## config.mk

```make
export PLATFORM = sky130hd
export DESIGN_NAME = mem_stage
export DESIGN_NICKNAME = d
export VERILOG_FILES = /design/src/common/arm_mem_pkg.sv /design/src/mem_stage/lane_align.sv /design/src/mem_stage/mem_stage.sv
export SDC_FILE = /design/constraint.sdc
export NUM_CORES = 1
export LEC_CHECK = 0
export BUFFER_PORTS_ARGS = -buffer_cell sky130_fd_sc_hd__buf_2
export CAP_MARGIN = 20
export CORE_AREA = 5 5 154 156
export CTS_CLUSTER_DIAMETER = 30
export DETAILED_ROUTE_END_ITERATION = 6
export DIE_AREA = 0 0 159 161
export PLACE_DENSITY_LB_ADDON = 0.12
export SLEW_MARGIN = 15
export SYNTH_ARGS = -nofsm -noshare
export SYNTH_HDL_FRONTEND = slang
export SYNTH_SLANG_ARGS = --single-unit
```

## constraint.sdc

```tcl
create_clock -name clk -period 15.6 [get_ports clk]
set_input_delay 3.12 -clock clk [delete_from_list [all_inputs] [get_ports clk]]
set_output_delay 3.12 -clock clk [all_outputs]
set_load 0.01 [all_outputs]
```

## src/common/arm_mem_pkg.sv

```systemverilog
package arm_mem_pkg;

	localparam int BYTES_PER_WORD = 4;

	// control bits of a single data transfer
	localparam int BIT_PRE = 24;  // set to index before the transfer
	localparam int BIT_UP = 23;   // set to add the offset
	localparam int BIT_BYTE = 22; // set for an unsigned byte
	localparam int BIT_WB = 21;   // set to write the base register back
	localparam int BIT_LOAD = 20; // set for a load and clear for a store

	// register fields
	localparam int RN_HI = 19;
	localparam int RN_LO = 16;
	localparam int RD_HI = 15;
	localparam int RD_LO = 12;

	// instruction class in bits 27:26
	localparam int CLASS_HI = 27;
	localparam int CLASS_LO = 26;
	localparam logic [1:0] CLASS_SDT = 2'b01;

	function automatic logic is_single_transfer(input logic [31:0] insn);
		logic class_ok;
		logic undef;
		class_ok = insn[CLASS_HI:CLASS_LO] == CLASS_SDT;
		// register offset with bit 4 set lands in the undefined space
		undef = insn[25] & insn[4];
		return class_ok & ~undef;
	endfunction

	typedef struct packed {
		logic [31:0] pc;
		logic [31:0] insn;
		logic [31:0] op0;        // base
		logic [31:0] op1;        // offset
		logic [31:0] op2;        // store data
		logic        write_reg;
		logic [3:0]  write_num;
		logic [31:0] write_data;
	} stage_in_t;

	typedef struct packed {
		logic        valid;
		logic [3:0]  num;
		logic [31:0] data;
	} wb_t;

	// one request is live while rd or wr is high
	typedef struct packed {
		logic                      rd;
		logic                      wr;
		logic [31:0]               addr;    // word aligned
		logic [BYTES_PER_WORD-1:0] byte_en;
		logic [31:0]               wdata;
	} bus_req_t;

endpackage

```

## src/mem_stage/lane_align.sv

```systemverilog
`timescale 1ns/10ps

module lane_align
	import arm_mem_pkg::*;
(
	input  logic [1:0]                addr_lo,
	input  logic                      byte_xfer,
	input  logic [31:0]               rd_data,
	input  logic [31:0]               st_data,
	output logic [31:0]               ld_data,
	output logic [31:0]               wdata,
	output logic [BYTES_PER_WORD-1:0] byte_en
);

	logic [31:0] rot_half;
	logic [31:0] rot_byte;

	// rotate right by the byte offset in two steps
	assign rot_half = addr_lo[1] ? {rd_data[15:0], rd_data[31:16]} : rd_data;
	assign rot_byte = addr_lo[0] ? {rot_half[7:0], rot_half[31:8]} : rot_half;

	assign ld_data = byte_xfer ? {24'b0, rot_byte[7:0]} : rot_byte;

	// byte stores put the byte on every lane and let byte_en pick one
	assign wdata = byte_xfer ? {BYTES_PER_WORD{st_data[7:0]}} : st_data;

	always_comb begin
		if (byte_xfer) begin
			byte_en = '0;
			byte_en[addr_lo] = 1'b1;
		end else begin
			byte_en = '1;
		end
	end

endmodule

```

## src/mem_stage/mem_stage.sv

```systemverilog
`timescale 1ns/10ps

module mem_stage
	import arm_mem_pkg::*;
(
	input  logic        clk,
	input  logic        arst_n,
	input  stage_in_t   in,
	input  logic        in_valid,
	input  logic        rw_wait,
	input  logic [31:0] rd_data,
	output logic        in_ready,
	output bus_req_t    bus,
	output wb_t         wb,
	output logic        out_valid,
	output logic [31:0] out_pc,
	output logic [31:0] out_insn
);

	logic                      is_mem;
	logic                      is_load;
	logic                      req;
	logic                      accept;
	logic                      wb2_pend;
	logic [31:0]               eff_addr;
	logic [31:0]               xfer_addr;
	logic [31:0]               ld_data;
	logic [31:0]               st_wdata;
	logic [BYTES_PER_WORD-1:0] st_byte_en;
	logic                      next_valid;
	logic [3:0]                next_num;
	logic [31:0]               next_data;
	logic                      wb_valid;
	logic [3:0]                wb_num;
	logic [31:0]               wb_data;
	logic [3:0]                base_num;
	logic [31:0]               base_addr;

	assign is_mem = is_single_transfer(in.insn);
	assign is_load = in.insn[BIT_LOAD];

	assign eff_addr = in.insn[BIT_UP] ? in.op0 + in.op1 : in.op0 - in.op1;
	assign xfer_addr = in.insn[BIT_PRE] ? eff_addr : in.op0;

	// no request while the base writeback of the previous load is still pending
	assign req = in_valid & is_mem & ~wb2_pend;

	assign bus = '{
		rd: req & is_load,
		wr: req & ~is_load,
		addr: {xfer_addr[31:2], 2'b00},
		byte_en: st_byte_en,
		wdata: st_wdata
	};

	assign in_ready = ~wb2_pend & ~(req & rw_wait);
	assign accept = in_valid & in_ready;

	lane_align u_align (
		.addr_lo  (xfer_addr[1:0]),
		.byte_xfer(in.insn[BIT_BYTE]),
		.rd_data  (rd_data),
		.st_data  (in.op2),
		.ld_data  (ld_data),
		.wdata    (st_wdata),
		.byte_en  (st_byte_en)
	);

	always_comb begin
		next_valid = 1'b0;
		next_num = in.write_num;
		next_data = in.write_data;
		if (wb2_pend) begin
			next_valid = 1'b1;
			next_num = base_num;
			next_data = base_addr;
		end else if (accept && is_mem) begin
			if (is_load) begin
				next_valid = 1'b1;
				next_num = in.insn[RD_HI:RD_LO];
				next_data = ld_data;
			end else begin
				// a store only writes back its base
				next_valid = in.insn[BIT_WB];
				next_num = in.insn[RN_HI:RN_LO];
				next_data = eff_addr;
			end
		end else if (accept) begin
			next_valid = in.write_reg;
		end
	end

	always_ff @(posedge clk or negedge arst_n) begin
		if (!arst_n) begin
			wb_valid <= 1'b0;
			out_valid <= 1'b0;
			wb2_pend <= 1'b0;
		end else begin
			wb_valid <= next_valid;
			out_valid <= accept;
			wb2_pend <= accept & is_mem & is_load & in.insn[BIT_WB];
		end
	end

	always_ff @(posedge clk) begin
		wb_num <= next_num;
		wb_data <= next_data;
		if (accept) begin
			out_pc <= in.pc;
			out_insn <= in.insn;
			base_num <= in.insn[RN_HI:RN_LO]; // kept for the second load cycle
			base_addr <= eff_addr;
		end
	end

	assign wb = '{valid: wb_valid, num: wb_num, data: wb_data};

endmodule

```

==> results.cfg, run 1 <==
[outcome]
status = finished, final reports clean

[min_path]
min_from = base_addr[9]$_DFFE_PP_
hold_depth = 2
hold_class = reg2reg

[placed_design]
hpwl_um = 26200
post-place-ws_ns = 5.15
io_buffers = 403
placedCellCount = 1592
gp_congestion = 0.929

[global_route]
grt_overflow_total = 0
antenna_found_initial = 9
grt.total_usage_pct = 23.9
grt_first_pass_wirelength_um = 48300
first_global_vias = 8526
grt_max_degree = 56

[routing]
wl_um = 32300
ant_nets = 0
drt_iter0_markers = 484
drt_first_pass_iters = 7
vias_per_cell = 5.36
drc = 0
wire_per_inst_um = 19.8
vias = 8725

[synth]
syn_area_per_cell_sq_um = 9.40
synth-xor-area-share_pct = 5.44
ys_warn_count = 0
synth_top_flop_cell = edfxtp_1
synthAdderAreaFrac_pct = 5.65
ys_async_sr_fraction_pct = 2.22
synth_area_sq_um = 8990
synthDistinctLibCells = 70
yosys_register_bits = 135
synth_cells = 956
synth-edff-count = 96
synth_top_family_by_area = compound AO/OA/AOI/OAI gates
yosys.area_share.simple_pct = 14.1
synth_compound_area_share_pct = 17.8
synth_seq_area_share_pct = 40.9
muxShareOfSynthArea_pct = 10.9

[cts]
cts_tree = done
cts_resized = 0
cts.path.max_buffers = 2
cts_sinks = 135
numCtsBuffers = 17
cts-root-buf = clkbuf_16
cts_hold_buf = 0
insertion_delay_ns = 0.40
clk_pin_slew_ns = 0.06
htreeDepth = 4
cts_setup_buffers = 0

[worst_setup_path]
crit_required_ns = 12.48
crit_path_max_fanout = 11
start_kind = input pin
reg2reg_from = wb2_pend$_DFF_PN0_
end_kind = output pin
critPathLaunch = in[74]
r2r_cells = 8
rrSetupSlack_ns = 12.72
crit_arrival_ns = 7.33
path_class = in2out

[sta]
finalCritPeriodShare_pct = 67.0
fin_setup_tns_ns = 0
rsz0062_at_grt = no
finalWorstSetupSlack_ns = 5.15
worst_slew_pin_slew_ns = 0.811
timing_hold_violations_final = 0
maxSlewViolCount = 0
fin_skew_ns = 0.00829
min_period_ns = 10.45
holdWs_ns = 0.460
max_slew_margin_pct = 45.9
max_freq_ghz = 0.0957
setup_viol = 0

[power]
p_per_area_nw_per_um2 = 107
max-vdd-ir-drop_uv = 75.0
leakage_nw = 5.49

[cells_and_area]
drive_above_1_share_pct = 36.1
instances_no_fill = 1629
area_growth_pct = 31.8
final_nets = 1599

[floorplan]
io_pins = 406
die_h_um = 161
die_area_sq_um = 25600
die_w_um = 159
coreArea_sq_um = 22200
rows = 55
initial_core_util_pct = 40.4

[job]
drv_cap = 0
[worst paths after layout]
kind                                  endpoint
setup reg to reg           wb_data[18]$_DFF_P_
min in group asynchronous  out_valid$_DFF_PN0_
setup / recovery                       bus[67]
hold reg to reg             wb_data[9]$_DFF_P_
hold / removal              wb_data[9]$_DFF_P_
max in group asynchronous   wb2_pend$_DFF_PN0_
[sequential cells by signal, indices dropped and copies added, names as in the netlist]
register	flops
out_pc	32
wb_data	32
out_valid	1
out_insn	32
wb_num	4
wb_valid	1
base_addr	32
wb2_pend	1
[cells by family (layout without fill, tap and decap cells)]
logic type | Yosys count | count (layout)
AO/OA/AOI/OAI | 248 | 248
XOR/XNOR | 55 | 55
adder cells (fa/ha/maj) | 40 | 40
buffers and inverters | 109 | 491
flip-flops | 135 | 135
multiplexers | 95 | 95
other | 1 | 7
AND/OR/NAND/NOR | 273 | 273
[cells in the mapped netlist, types with 4 or more instances]
cell type	n	area, sq um
mux2i_1	72	721
and3_1	5	31.3
a221oi_1	9	78.8
ha_1	39	488
clkbuf_1	40	150
a221o_1	16	160
o21a_1	10	75.1
edfxtp_1	96	2880
a21oi_1	67	335
nand2b_1	6	37.5
nand4_1	14	87.6
nor4_1	6	37.5
nor3_1	25	125
a211oi_1	6	45.0
buf_4	11	82.6
a31oi_1	7	43.8
nand3_1	5	25.0
nor2b_1	5	31.3
buf_2	4	20.0
mux2_2	23	259
inv_1	48	180
o21ai_0	81	405
a21boi_0	5	37.5
nand2_1	107	402
o31ai_1	4	30.0
or3_1	4	25.0
buf_1	5	18.8
a21o_1	7	52.6
xor2_1	35	307
xnor2_1	19	166
o221ai_1	7	61.3
a311oi_1	4	35.0
nor2_1	74	278
dfxtp_1	36	721
[report_power, final]
group / switching, mW / internal, mW / total [mW] / leakage, nW
Clock: 0.161 / 0.290 / 0.451 / 0.325
Sequential: 0.00930 / 0.429 / 0.438 / 1.28
Combinational: 0.235 / 0.149 / 0.384 / 3.89
Total: 0.405 / 0.867 / 1.27 / 5.49
[final cells by class]
cell class | count | area [sq um]
Antenna cell | 5 | 12.5
Clock buffer | 18 | 429
Clock inverter | 14 | 236
Fill cell | 2119 | 10400
Inverter | 48 | 180
Multi-Input combinational cell | 713 | 4870
Sequential cell | 135 | 3680
Tap cell | 285 | 357
Timing Repair Buffer | 411 | 2080
[through the flow]
stage	power (mW)	area [sq um]	utilization [%]
floorplan	0.675	8990	-
global placement	0.822	11200	50.2
detailed placement	0.826	11200	50.2
CTS	1.28	11800	53.2
global route	1.33	11800	53.3
finish	1.27	11800	53.3
[cell usage in the layout (no fill, tap or decap), types with 36 or more instances in the layout]
cell        n
dfxtp_1    36
a21oi_1    66
inv_1      48
nand2_1   107
o21ai_0    81
ha_1       39
edfxtp_1   96
buf_2     403
mux2i_1    71
nor2_1     74
[worst max-delay path, cell delays in order]
cell       delay [ns]
buf_2            0.12
or3_4            0.40
or2_2            0.32
nor3_1           0.43
nand2_1          0.21
nor3_1           0.33
a21oi_1          0.13
xor2_1           0.18
ha_1             0.42
a21oi_1          0.29
nand4bb_1        0.13
a221o_1          0.34
a311oi_1         0.27
xnor2_1          0.20
mux2_2           0.29
buf_2            0.14
[routing by layer]
metal,part of all wire (%),vias to the layer above,track usage (%)
met5,0.093,-,0
met4,2.0,4,7.48
met3,7.4,38,5.72
met2,49,364,41.3
met1,42,4061,29.6
li1,-,4258,-
Power figures use the tool's default switching activity.
==> run 2: changes to the inputs <==
--- a/config.mk
+++ b/config.mk
@@ -7,10 +7,10 @@
 export LEC_CHECK = 0
 export BUFFER_PORTS_ARGS = -buffer_cell sky130_fd_sc_hd__buf_2
 export CAP_MARGIN = 20
-export CORE_AREA = 5 5 154 156
+export CORE_AREA = 5 5 156 158
 export CTS_CLUSTER_DIAMETER = 30
 export DETAILED_ROUTE_END_ITERATION = 6
-export DIE_AREA = 0 0 159 161
+export DIE_AREA = 0 0 161 163
 export PLACE_DENSITY_LB_ADDON = 0.12
 export SLEW_MARGIN = 15
 export SYNTH_ARGS = -nofsm -noshare
==> constraint.sdc (replaced) <==
create_clock -name clk -period 10.4 [get_ports clk]
set_input_delay 2.08 -clock clk [delete_from_list [all_inputs] [get_ports clk]]
set_output_delay 2.08 -clock clk [all_outputs]
set_load 0.01 [all_outputs]
==> run 2 against run 1 <==
Against the previous run:
- first-iteration DRC count is 19% higher
- clock skew is 0.0011 ns lower
- global-route usage up 0.088 points
- cell area down 0.78%
- critical path depth decreased by 2
- clock power is 34% higher
- register-to-register slack got worse by 5.1 ns
- sequential power is 50% higher
- critical path type unchanged
- critical endpoint is now bus[61]
- highest routed layer unchanged
==> results.cfg, run 2 (same netlist as run 1, synthesis figures left out) <==
[sta]
timing_hold_violations_final = 0
fin_skew_ns = 0.00718
finalCritPeriodShare_pct = 80.8
max_freq_ghz = 0.119
finalWorstSetupSlack_ns = 1.99
rsz0062_at_grt = no
min_period_ns = 8.41
worst_slew_pin_slew_ns = 1.03
maxSlewViolCount = 0
fin_setup_tns_ns = 0
max_slew_margin_pct = 31.6
setup_viol = 0

[floorplan]
coreArea_sq_um = 23000
die_area_sq_um = 26200
die_w_um = 161
die_h_um = 163
initial_core_util_pct = 39.1
io_pins = 406
rows = 56

[global_route]
grt_max_degree = 74
grt_first_pass_wirelength_um = 48400
use_met2_pct = 41.0
met3_usage_pct = 5.85
grt.total_usage_pct = 24.0
antenna_found_initial = 7
use_met1_pct = 30.5
first_global_vias = 8296
grt_overflow_total = 0
grt_busiest_layer = met2

[worst_setup_path]
r2r-end = out_insn[2]$_DFFE_PP_
cp_top_family = simple AND/OR/NAND/NOR gates
rrSetupSlack_ns = 7.62
end_kind = output pin
path_class = in2out
crit_path_max_fanout = 12
reg2reg_from = wb2_pend$_DFF_PN0_
start_kind = input pin
critPathLaunch = in[74]
r2r_cells = 4
path_buf_inv = 2
crit_required_ns = 8.32
crit_chain = buf_2 > or3_4 > or2_2 > nor3_1 > a21oi_1 > xnor2_1 > ha_1 > nand4_1 > nor3_1 > a21boi_0 > nor4_1 > a311oi_1 > mux2_2 > buf_2
crit_path_max_incr_delay_ns = 0.70
critical-path-slowest-cell = a311oi_1
crit_arrival_ns = 6.33

[cts]
cts_resized = 0
cts.path.max_buffers = 2
htreeDepth = 4
clk_pin_slew_ns = 0.06
numCtsBuffers = 17
cts_setup_buffers = 0
cts-root-buf = clkbuf_16
cts_hold_buf = 0
insertion_delay_ns = 0.42
cts_sinks = 135
cts_tree = done

[cells_and_area]
fillCellCount = 2262
drive_above_1_share_pct = 35.9
mostFrequentLayoutCells = 403 x buf_2, 107 x nand2_1, 96 x edfxtp_1
area_growth_pct = 30.7
instances_no_fill = 1628
final_nets = 1597
final_common_cell = buf_2
final_area_sq_um = 11800

[outcome]
status = finished, final reports clean

[placed_design]
hpwl_um = 26500
io_buffers = 403
placed_cell_area_sq_um = 11200
post-place-ws_ns = 2.12
placedCellCount = 1595
gp_congestion = 0.909

[power]
max-vdd-ir-drop_uv = 107
p_per_area_nw_per_um2 = 156
leakage_nw = 5.45
p_total_mw = 1.84

[routing]
drt_first_pass_iters = 5
drc = 0
vias = 8649
drt_iter0_markers = 577
vias_per_cell = 5.31
ant_nets = 0
wire_per_inst_um = 20.2
wl_um = 32900

[min_path]
hold_depth = 2
min_from = base_addr[2]$_DFFE_PP_
hold_end = wb_data[2]$_DFF_P_
hold_class = reg2reg

[job]
drv_cap = 0
==> run 2: cell count changes in the layout (fill, tap and decap cells not counted), sizes merged <==
cell	change
clkinv	+4
diode	-4
bufinv	-3
buf	-2
clkbuf	-1
==> run 2: layer usage <==
layer / wire length [um] / part of all wire [%]
met2: 15700 / 48
met5: 49 / 0.15
met1: 14100 / 43
met3: 2440 / 7.4
met4: 583 / 1.8
==> run 2: worst max-delay path by stage <==
stage,endpoint,slack [ns],cells past startpoint
floorplan,bus[67],3.02,15
global placement,bus[67],2.20,16
detailed placement,bus[67],2.12,16
CTS,bus[67],2.10,16
global route,bus[61],1.75,14
finish,bus[61],1.99,14
==> run 2: layout make-up <==
class / instances / area (sq um) / share of cell area [%]
diodes: 1 / 2.50 / 0.0213
clock buffers: 17 / 425 / 3.62
clock inverters: 15 / 166 / 1.42
inverters: 48 / 180 / 1.53
multi-input cells: 713 / 4870 / 41.5
flip-flops and latches: 135 / 3680 / 31.3
well taps: 290 / 363 / 3.09
repair buffers: 409 / 2060 / 17.5
==> run 2: through the flow <==
stage | hold slack (ns) | util (%)
final | 0.459 | 51.1
after floorplan | 0.429 | -
after global placement | 0.437 | 48.6
after CTS | 0.458 | 51.1
after detailed placement | 0.444 | 48.6
after global routing | 0.477 | 51.1
==> run 2: worst reg2reg max path, stage by stage (launching register included) <==
cell,delay (ns)
dfrtp_2,0.39
buf_4,0.33
nor2b_1,0.32
and2_4,0.61
buf_4,0.72
==> run 2: power breakdown <==
| group | switching (mW) | leakage [nW] | internal, mW |
|---|---|---|---|
| Sequential | 0.0122 | 1.28 | 0.643 |
| Clock | 0.245 | 0.290 | 0.358 |
| Combinational | 0.354 | 3.88 | 0.223 |
